File: config.mk
export PLATFORM = sky130hd
export DESIGN_NAME = user_soc_top
export DESIGN_NICKNAME = d
export VERILOG_FILES = /design/src/rtl/soc_pkg.sv /design/src/rtl/wb_host_ctrl.sv /design/src/rtl/gpio_regs.sv /design/src/rtl/irq_ctrl.sv /design/src/rtl/user_soc_top.sv
export SDC_FILE = /design/constraint.sdc
export NUM_CORES = 1
export LEC_CHECK = 0
export BUFFER_PORTS_ARGS = -buffer_cell sky130_fd_sc_hd__buf_2
export CORE_MARGIN = 2
export CORE_UTILIZATION = 50
export DETAILED_ROUTE_END_ITERATION = 16
export PLACE_DENSITY = 0.75
export RECOVER_POWER = 50
export SLEW_MARGIN = 15
export SYNTH_ARGS = -nofsm -noshare
export SYNTH_HDL_FRONTEND = slang
export SYNTH_SLANG_ARGS = --single-unit
File: constraint.sdc
create_clock -name wb_clk_i -period 6.4 [get_ports wb_clk_i]
set_input_delay 1.6 -clock wb_clk_i [delete_from_list [all_inputs] [get_ports wb_clk_i]]
set_output_delay 1.6 -clock wb_clk_i [all_outputs]
set_load 0.1 [all_outputs]
File: src/rtl/soc_pkg.sv
package soc_pkg;

    // --------------------
    // Widths and types
    // --------------------
    localparam int WB_WIDTH     = 32;
    localparam int GPIO_COUNT   = 38;
    localparam int GPIO_HI_BITS = GPIO_COUNT - WB_WIDTH;  // Pads held in the HI registers
    localparam int IRQ_COUNT    = 3;

    typedef logic [WB_WIDTH-1:0]   wb_addr_t;
    typedef logic [WB_WIDTH-1:0]   wb_data_t;
    typedef logic [WB_WIDTH/8-1:0] wb_sel_t;
    typedef logic [GPIO_COUNT-1:0] gpio_t;
    typedef logic [IRQ_COUNT-1:0]  irq_t;
    typedef logic [2:0]            reg_offset_t;
    typedef logic [3:0]            win_t;

    // --------------------
    // Address map
    // --------------------
    localparam int   WIN_MSB    = 11;  // Window select field
    localparam int   WIN_LSB    = 8;
    localparam int   OFS_MSB    = 4;   // Word offset field
    localparam int   OFS_LSB    = 2;
    localparam win_t WIN_GLOBAL = 4'd0;
    localparam win_t WIN_GPIO   = 4'd1;
    localparam win_t WIN_IRQ    = 4'd2;

    // Global window
    localparam reg_offset_t GLB_CHIP_ID    = 3'd0;
    localparam reg_offset_t GLB_SOFT_RST   = 3'd1;
    localparam wb_data_t    CHIP_ID        = 32'h5553_0001;
    localparam logic        SOFT_RST_RESET = 1'b1;  // Blocks running

    // GPIO window
    localparam reg_offset_t GPIO_OUT_LO = 3'd0;
    localparam reg_offset_t GPIO_OUT_HI = 3'd1;
    localparam reg_offset_t GPIO_OEB_LO = 3'd2;
    localparam reg_offset_t GPIO_OEB_HI = 3'd3;
    localparam reg_offset_t GPIO_IN_LO  = 3'd4;
    localparam reg_offset_t GPIO_IN_HI  = 3'd5;
    localparam gpio_t       OEB_RESET   = '1;  // All pads inputs

    // Interrupt window
    localparam reg_offset_t IRQ_STATUS   = 3'd0;
    localparam reg_offset_t IRQ_MASK     = 3'd1;
    localparam int          IRQ_PIN_BASE = 8;

    localparam wb_data_t UNMAPPED_DATA = 32'hBAD0_BAD0;

    // --------------------
    // Bus and register request
    // --------------------
    typedef struct packed {
        logic     cyc;
        logic     stb;
        wb_addr_t adr;
        logic     we;
        wb_data_t dat;
        wb_sel_t  sel;
    } wb_req_t;

    typedef struct packed {
        logic        wr;
        reg_offset_t offset;
        wb_data_t    wdata;
        wb_sel_t     be;
    } reg_req_t;

    typedef enum logic [1:0] {
        HOST_IDLE,
        HOST_ACCESS,
        HOST_ACK
    } host_state_t;

    // Byte lanes enabled in be take the new value
    function automatic wb_data_t merge_be(wb_data_t old_val, wb_data_t new_val, wb_sel_t be);
        wb_data_t res;
        res = old_val;
        for (int i = 0; i < WB_WIDTH / 8; i++) begin
            if (be[i]) begin
                res[8*i +: 8] = new_val[8*i +: 8];
            end
        end
        return res;
    endfunction

endpackage

File: src/rtl/wb_host_ctrl.sv
`timescale 1ns/1ps

module wb_host_ctrl (
    input  logic              wb_clk_i,
    input  logic              arst_n_i,
    input  soc_pkg::wb_req_t  wb_req_i,
    output soc_pkg::wb_data_t wbs_dat_o,
    output logic              wbs_ack_o,
    output soc_pkg::reg_req_t reg_req_o,
    output logic              gpio_cs_o,
    output logic              irq_cs_o,
    input  soc_pkg::wb_data_t gpio_rdata_i,
    input  soc_pkg::wb_data_t irq_rdata_i,
    output logic              soft_rst_n_o
);

    soc_pkg::host_state_t state_q;
    soc_pkg::win_t        win_d;
    soc_pkg::win_t        win_q;      // Window of the transfer in flight
    soc_pkg::reg_req_t    req_d;
    soc_pkg::wb_data_t    glb_rword;
    logic                 req_valid;
    logic                 req_take;
    logic                 glb_wr;

    assign req_valid = wb_req_i.cyc & wb_req_i.stb;
    assign req_take  = req_valid && (state_q == soc_pkg::HOST_IDLE);
    assign win_d     = wb_req_i.adr[soc_pkg::WIN_MSB:soc_pkg::WIN_LSB];

    assign req_d = '{
        wr:     wb_req_i.we,
        offset: wb_req_i.adr[soc_pkg::OFS_MSB:soc_pkg::OFS_LSB],
        wdata:  wb_req_i.dat,
        be:     wb_req_i.sel
    };

    // --------------------
    // Transfer FSM
    // --------------------
    always_ff @(posedge wb_clk_i or negedge arst_n_i) begin
        if (!arst_n_i) begin
            state_q   <= soc_pkg::HOST_IDLE;
            gpio_cs_o <= 1'b0;
            irq_cs_o  <= 1'b0;
        end else begin
            gpio_cs_o <= 1'b0;  // Strobes last one cycle
            irq_cs_o  <= 1'b0;
            case (state_q)
                soc_pkg::HOST_IDLE: begin
                    if (req_valid) begin
                        state_q   <= soc_pkg::HOST_ACCESS;
                        gpio_cs_o <= (win_d == soc_pkg::WIN_GPIO);
                        irq_cs_o  <= (win_d == soc_pkg::WIN_IRQ);
                    end
                end
                soc_pkg::HOST_ACCESS: state_q <= soc_pkg::HOST_ACK;
                soc_pkg::HOST_ACK:    state_q <= soc_pkg::HOST_IDLE;
                default:              state_q <= soc_pkg::HOST_IDLE;
            endcase
        end
    end

    assign wbs_ack_o = (state_q == soc_pkg::HOST_ACK);

    // Request held for the whole transfer
    always_ff @(posedge wb_clk_i) begin
        if (req_take) begin
            reg_req_o <= req_d;
            win_q     <= win_d;
        end
    end

    // --------------------
    // Global registers
    // --------------------
    assign glb_wr = (state_q == soc_pkg::HOST_ACCESS) && (win_q == soc_pkg::WIN_GLOBAL)
                  && reg_req_o.wr && (reg_req_o.offset == soc_pkg::GLB_SOFT_RST)
                  && reg_req_o.be[0];

    always_ff @(posedge wb_clk_i or negedge arst_n_i) begin
        if (!arst_n_i) begin
            soft_rst_n_o <= soc_pkg::SOFT_RST_RESET;
        end else if (glb_wr) begin
            soft_rst_n_o <= reg_req_o.wdata[0];
        end
    end

    always_comb begin
        case (reg_req_o.offset)
            soc_pkg::GLB_CHIP_ID:  glb_rword = soc_pkg::CHIP_ID;
            soc_pkg::GLB_SOFT_RST: glb_rword = soc_pkg::wb_data_t'(soft_rst_n_o);
            default:               glb_rword = soc_pkg::UNMAPPED_DATA;
        endcase
    end

    // Read word for the ack cycle
    always_comb begin
        case (win_q)
            soc_pkg::WIN_GLOBAL: wbs_dat_o = glb_rword;
            soc_pkg::WIN_GPIO:   wbs_dat_o = gpio_rdata_i;
            soc_pkg::WIN_IRQ:    wbs_dat_o = irq_rdata_i;
            default:             wbs_dat_o = soc_pkg::UNMAPPED_DATA;
        endcase
    end

endmodule

File: src/rtl/gpio_regs.sv
`timescale 1ns/1ps

module gpio_regs (
    input  logic              wb_clk_i,
    input  logic              arst_n_i,
    input  logic              soft_rst_n_i,
    input  logic              cs_i,
    input  soc_pkg::reg_req_t reg_req_i,
    output soc_pkg::wb_data_t rdata_o,
    input  soc_pkg::gpio_t    io_in_i,
    output soc_pkg::gpio_t    io_out_o,
    output soc_pkg::gpio_t    io_oeb_o,
    output soc_pkg::gpio_t    io_sync_o
);

    localparam int LO_MSB = soc_pkg::WB_WIDTH - 1;
    localparam int HI_MSB = soc_pkg::GPIO_COUNT - 1;

    soc_pkg::gpio_t    out_q;
    soc_pkg::gpio_t    oeb_q;
    soc_pkg::gpio_t    sync1_q;
    soc_pkg::gpio_t    sync2_q;
    soc_pkg::wb_data_t out_lo_w, out_hi_w;  // Register values after a write
    soc_pkg::wb_data_t oeb_lo_w, oeb_hi_w;
    soc_pkg::wb_data_t rword;
    logic              wr_en;

    assign wr_en = cs_i & reg_req_i.wr;

    always_comb begin
        out_lo_w = soc_pkg::merge_be(out_q[LO_MSB:0], reg_req_i.wdata, reg_req_i.be);
        out_hi_w = soc_pkg::merge_be(soc_pkg::wb_data_t'(out_q[HI_MSB:soc_pkg::WB_WIDTH]),
                                     reg_req_i.wdata, reg_req_i.be);
        oeb_lo_w = soc_pkg::merge_be(oeb_q[LO_MSB:0], reg_req_i.wdata, reg_req_i.be);
        oeb_hi_w = soc_pkg::merge_be(soc_pkg::wb_data_t'(oeb_q[HI_MSB:soc_pkg::WB_WIDTH]),
                                     reg_req_i.wdata, reg_req_i.be);
    end

    // --------------------
    // Output and enable registers
    // --------------------
    always_ff @(posedge wb_clk_i or negedge arst_n_i) begin
        if (!arst_n_i) begin
            out_q <= '0;
            oeb_q <= soc_pkg::OEB_RESET;
        end else if (!soft_rst_n_i) begin
            out_q <= '0;
            oeb_q <= soc_pkg::OEB_RESET;
        end else if (wr_en) begin
            case (reg_req_i.offset)
                soc_pkg::GPIO_OUT_LO: out_q[LO_MSB:0] <= out_lo_w;
                soc_pkg::GPIO_OUT_HI: out_q[HI_MSB:soc_pkg::WB_WIDTH] <=
                                          out_hi_w[soc_pkg::GPIO_HI_BITS-1:0];
                soc_pkg::GPIO_OEB_LO: oeb_q[LO_MSB:0] <= oeb_lo_w;
                soc_pkg::GPIO_OEB_HI: oeb_q[HI_MSB:soc_pkg::WB_WIDTH] <=
                                          oeb_hi_w[soc_pkg::GPIO_HI_BITS-1:0];
                default: ;  // Input offsets are read only
            endcase
        end
    end

    // Two flop pad synchronizer
    always_ff @(posedge wb_clk_i or negedge arst_n_i) begin
        if (!arst_n_i) begin
            sync1_q <= '0;
            sync2_q <= '0;
        end else begin
            sync1_q <= io_in_i;
            sync2_q <= sync1_q;
        end
    end

    // --------------------
    // Read path
    // --------------------
    always_comb begin
        case (reg_req_i.offset)
            soc_pkg::GPIO_OUT_LO: rword = out_q[LO_MSB:0];
            soc_pkg::GPIO_OUT_HI: rword = soc_pkg::wb_data_t'(out_q[HI_MSB:soc_pkg::WB_WIDTH]);
            soc_pkg::GPIO_OEB_LO: rword = oeb_q[LO_MSB:0];
            soc_pkg::GPIO_OEB_HI: rword = soc_pkg::wb_data_t'(oeb_q[HI_MSB:soc_pkg::WB_WIDTH]);
            soc_pkg::GPIO_IN_LO:  rword = sync2_q[LO_MSB:0];
            soc_pkg::GPIO_IN_HI:  rword = soc_pkg::wb_data_t'(sync2_q[HI_MSB:soc_pkg::WB_WIDTH]);
            default:              rword = soc_pkg::UNMAPPED_DATA;
        endcase
    end

    always_ff @(posedge wb_clk_i) begin
        if (cs_i) begin
            rdata_o <= rword;  // Host picks it up in the ack cycle
        end
    end

    assign io_out_o  = out_q;
    assign io_oeb_o  = oeb_q;
    assign io_sync_o = sync2_q;

endmodule

File: src/rtl/irq_ctrl.sv
`timescale 1ns/1ps

module irq_ctrl (
    input  logic              wb_clk_i,
    input  logic              arst_n_i,
    input  logic              soft_rst_n_i,
    input  logic              cs_i,
    input  soc_pkg::reg_req_t reg_req_i,
    output soc_pkg::wb_data_t rdata_o,
    input  soc_pkg::gpio_t    io_sync_i,
    output soc_pkg::irq_t     user_irq_o
);

    soc_pkg::irq_t     pins;
    soc_pkg::irq_t     prev_q;
    soc_pkg::irq_t     rise;
    soc_pkg::irq_t     clr;
    soc_pkg::irq_t     status_q;
    soc_pkg::irq_t     mask_q;
    soc_pkg::wb_data_t mask_w;
    soc_pkg::wb_data_t rword;
    logic              wr_en;

    assign pins  = io_sync_i[soc_pkg::IRQ_PIN_BASE +: soc_pkg::IRQ_COUNT];
    assign rise  = pins & ~prev_q;
    assign wr_en = cs_i & reg_req_i.wr;

    // Only the low byte carries status bits to clear
    assign clr = (wr_en && (reg_req_i.offset == soc_pkg::IRQ_STATUS) && reg_req_i.be[0])
               ? reg_req_i.wdata[soc_pkg::IRQ_COUNT-1:0] : '0;

    assign mask_w = soc_pkg::merge_be(soc_pkg::wb_data_t'(mask_q), reg_req_i.wdata, reg_req_i.be);

    // Edge history keeps tracking during soft reset
    always_ff @(posedge wb_clk_i or negedge arst_n_i) begin
        if (!arst_n_i) begin
            prev_q <= '0;
        end else begin
            prev_q <= pins;
        end
    end

    // --------------------
    // Status and mask
    // --------------------
    always_ff @(posedge wb_clk_i or negedge arst_n_i) begin
        if (!arst_n_i) begin
            status_q <= '0;
            mask_q   <= '0;
        end else if (!soft_rst_n_i) begin
            status_q <= '0;
            mask_q   <= '0;
        end else begin
            status_q <= (status_q & ~clr) | rise;  // New edge beats the clear
            if (wr_en && (reg_req_i.offset == soc_pkg::IRQ_MASK)) begin
                mask_q <= mask_w[soc_pkg::IRQ_COUNT-1:0];
            end
        end
    end

    always_comb begin
        case (reg_req_i.offset)
            soc_pkg::IRQ_STATUS: rword = soc_pkg::wb_data_t'(status_q);
            soc_pkg::IRQ_MASK:   rword = soc_pkg::wb_data_t'(mask_q);
            default:             rword = soc_pkg::UNMAPPED_DATA;
        endcase
    end

    always_ff @(posedge wb_clk_i) begin
        if (cs_i) begin
            rdata_o <= rword;
        end
    end

    assign user_irq_o = status_q & mask_q;

endmodule

File: src/rtl/user_soc_top.sv
`timescale 1ns/1ps

module user_soc_top (
    input  logic              wb_clk_i,
    input  logic              arst_n_i,
    input  logic              wbs_cyc_i,
    input  logic              wbs_stb_i,
    input  logic              wbs_we_i,
    input  soc_pkg::wb_addr_t wbs_adr_i,
    input  soc_pkg::wb_data_t wbs_dat_i,
    input  soc_pkg::wb_sel_t  wbs_sel_i,
    output soc_pkg::wb_data_t wbs_dat_o,
    output logic              wbs_ack_o,
    input  soc_pkg::gpio_t    io_in_i,
    output soc_pkg::gpio_t    io_out_o,
    output soc_pkg::gpio_t    io_oeb_o,
    output soc_pkg::irq_t     user_irq_o
);

    soc_pkg::wb_req_t  wb_req;
    soc_pkg::reg_req_t reg_req;     // Shared by both register blocks
    soc_pkg::wb_data_t gpio_rdata;
    soc_pkg::wb_data_t irq_rdata;
    soc_pkg::gpio_t    io_sync;
    logic              gpio_cs;
    logic              irq_cs;
    logic              soft_rst_n;

    assign wb_req = '{
        cyc: wbs_cyc_i,
        stb: wbs_stb_i,
        adr: wbs_adr_i,
        we:  wbs_we_i,
        dat: wbs_dat_i,
        sel: wbs_sel_i
    };

    // --------------------
    // Wishbone host
    // --------------------
    wb_host_ctrl u_host (
        .wb_clk_i     (wb_clk_i),
        .arst_n_i     (arst_n_i),
        .wb_req_i     (wb_req),
        .wbs_dat_o    (wbs_dat_o),
        .wbs_ack_o    (wbs_ack_o),
        .reg_req_o    (reg_req),
        .gpio_cs_o    (gpio_cs),
        .irq_cs_o     (irq_cs),
        .gpio_rdata_i (gpio_rdata),
        .irq_rdata_i  (irq_rdata),
        .soft_rst_n_o (soft_rst_n)
    );

    // --------------------
    // Register blocks
    // --------------------
    gpio_regs u_gpio (
        .wb_clk_i     (wb_clk_i),
        .arst_n_i     (arst_n_i),
        .soft_rst_n_i (soft_rst_n),
        .cs_i         (gpio_cs),
        .reg_req_i    (reg_req),
        .rdata_o      (gpio_rdata),
        .io_in_i      (io_in_i),
        .io_out_o     (io_out_o),
        .io_oeb_o     (io_oeb_o),
        .io_sync_o    (io_sync)     // Synchronized pads for edge detection
    );

    irq_ctrl u_irq (
        .wb_clk_i     (wb_clk_i),
        .arst_n_i     (arst_n_i),
        .soft_rst_n_i (soft_rst_n),
        .cs_i         (irq_cs),
        .reg_req_i    (reg_req),
        .rdata_o      (irq_rdata),
        .io_sync_i    (io_sync),
        .user_irq_o   (user_irq_o)
    );

endmodule

==> results.yml <==
detailed_routing:
  firstDrtPassIters: 5
  drtIter0Drc: 520
  wire_per_inst_microns: 21.32
  post-route-drc-count: 0
  viasPerCell: 5.839
  num_vias: 6575
  wl_microns: 24000
  ant_nets: 0
setup_path:
  critPathKind: "register to primary output"
  critPathTopFamily: "buffers and inverters"
  crit_chain: "buf_4 -> nor2_1 -> o311ai_2 -> a21o_1 -> buf_2"
  end_kind: "primary output"
  path_buf_inv: 2
  critPathMaxFanout: 60
  worst_ep_required_time_ps: 4800
  slowest_stage: "o311ai_2"
  start_kind: "register"
  slowest_delay_ps: 840
  cp.arrival_ps: 3120
sta:
  period_share: 0.7369
  slew_violations: 98
  rsz0062_at_grt: "no"
  maxSlewHeadroom: -1.052
  timing.final.ws_setup_ps: 1684
  finClkSkew_ps: 11.44
  worst_pin_slew_ps: 3077
  final-hold-violation-count: 0
  fin_tns_setup_ps: 0
  hold_ws_ps: 340.8
  max_freq_mhz: 212.0
  min_period_ps: 4716
  setup-violations-final: 0
floorplan:
  start_util: 0.5062
  dieHeight_microns: 141.4
  num_rows: 50
  die-area_sq_mm: 0.01999
  coreArea_sq_mm: 0.01864
  dieWidth_microns: 141.4
  ios: 223
clock_network:
  cts_setup_buffers: 0
  cts-resized-gates: 0
  cts_buffers: 25
  clk_pin_slew_worst_paths_ps: 60
  clk_latency_ps: 520
  cts_tree: "yes"
  cts_buffer_depth: 3
  htreeDepth: 1
  root_buffer: "clkbuf_16"
  cts_hold_buf: 0
  cts.sinks: 246
placement:
  port_buffers: 197
  dp.final_hpwl_microns: 15670
  dpl_worst_slack_ps: 2261
  placed_area_sq_mm: 0.01061
  finalWeightedCongestion: 0.8344
power_and_ir_drop:
  p_per_area_mw_per_mm2: 289.2
  sw_frac_of_total: 0.2201
  comb_power_share: 0.049
  leakagePower_uw: 0.004706
  power_switching_uw: 723.3
  ir_worst_vdd_v: 0.0002968
  internal_power_uw: 2563
  power_frac_clock: 0.436
  power_frac_seq: 0.515
run_status:
  violations: "max-capacitance violations, max-slew violations"
  status: "finished, violations left"
yosys:
  netlist_instances: 685
  synth.ff_latch_count: 246
  yosysTopAreaCell: "dfrtp_1"
  yosysSeqAreaShare: 0.6999
  synthArstFlopShare: 0.6748
  synth-edff-count: 80
  yosys.area.top_type_share: 0.3368
  synth_cell_types: 48
  yosys_warnings: 0
  synth-main-ff-cell: "dfrtp_1"
  synth.cell_area_sq_mm: 0.009437
  synth_common_cells: "dfrtp_1, edfxtp_1, nand2_1, o21ai_0, dfstp_2"
  synth.top_cells.by_area: "dfrtp_1, edfxtp_1, dfstp_2"
  synth_area_per_cell_sq_um: 13.78
  syn_nets: 796
  yosysMostFrequentCell: "dfrtp_1"
worst_hold_path:
  hp-class: "register to register"
grt:
  grt_max_degree: 65
  grt_pass1_vias: 6407
  grt_pass1_wl_microns: 36420
  track_usage: 0.2383
  overflow: 0
  antenna_found_initial: 3
flow_run:
  cap_viol_max_count: 2
finish:
  num-nets-final: 985
  diodes: 0
  drive_above_1_share: 0.3240
  final_area_sq_mm: 0.01136
  utilization: 0.6095
  final.fill_count: 1475
  area_delta_synth_final_pct: 20.42
path summary, 6_finish.rpt:
path	end	startpoint	cells past startpoint	slack [ps]
max	wbs_dat_o[29]	u_host.reg_req_o[38]	5	1680
min	u_gpio.io_sync_o[32]	u_gpio.sync1_q[32]	0	340
max reg2reg	u_gpio.io_out_o[6]	u_host.gpio_cs_o	3	2840
min reg2reg	u_gpio.io_sync_o[32]	u_gpio.sync1_q[32]	0	340
max in group asynchronous	u_gpio.io_out_o[17]	arst_n_i	2	1820
min in group asynchronous	u_host.gpio_cs_o	arst_n_i	1	2090
placed cells by master (no fill, tap or decap), types with 16 or more instances in the layout:
cell type and n:
edfxtp_1 80, a21o_1 16, dfstp_2 39, clkbuf_1 20, clkbuf_16 25, buf_2 183
nor2b_1 19, a21oi_1 21, o22a_1 32, nand2_1 56, o21ai_0 41, dfrtp_1 127
mux2i_1 26
cells by family (layout without fill, tap and decap cells):
kind of cell,count (synthesis),count (layout),synth area share
DFF,246,246,0.6999
AOI/OAI and AO/OA,192,192,0.1451
and+or+nand+nor,160,160,0.09189
buffers and inverters,58,265,0.02837
muxes,29,29,0.03474
layout make-up:
type	instances	area, sq um	area share
flip-flops and latches	246	6605	0.5813
multi-input cells	381	2581	0.2272
repair buffers	208	1037	0.09128
clock buffers	29	650.6	0.05726
well taps	234	292.8	0.02577
clock inverters	16	151.4	0.01332
inverters	12	45.04	0.003964
state kept, by name, summed over array words and instances, names as in the netlist, 2 cells and up:
name	count
u_gpio.io_sync_o	38
u_irq.status_q	3
u_gpio.io_oeb_o	38
u_gpio.rdata_o	32
u_gpio.sync1_q	38
u_irq.prev_q	3
u_host.state_q	2
u_gpio.io_out_o	38
u_host.win_q	4
u_host.reg_req_o	40
u_irq.rdata_o	4
u_irq.mask_q	3
power groups by stage:
stage          Sequential, uW  Combinational, uW  Clock, uW
4_1_cts                  1690                165       1450
3_3_place_gp             1720                161          0
6_report                 1690                161       1430
5_1_grt                  1700                176       1530
2_1_floorplan            1710               89.5          0
3_5_place_dp             1720                164          0
per-layer routing:
layer | routed length (microns) | global-route usage
met1 | 10040 | 0.3396
met2 | 11200 | 0.3728
met3 | 2305 | 0.05332
met4 | 427 | 0.06895
met5 | 27 | 0
stage by stage:
step / total power, uW / instances
floorplan: 1804 / 685
global placement: 1880 / 1081
detailed placement: 1885 / 1081
CTS: 3311 / 1126
global route: 3403 / 1126
finish: 3286 / 1126
Note: power is estimated with default switching activity, not from simulation.
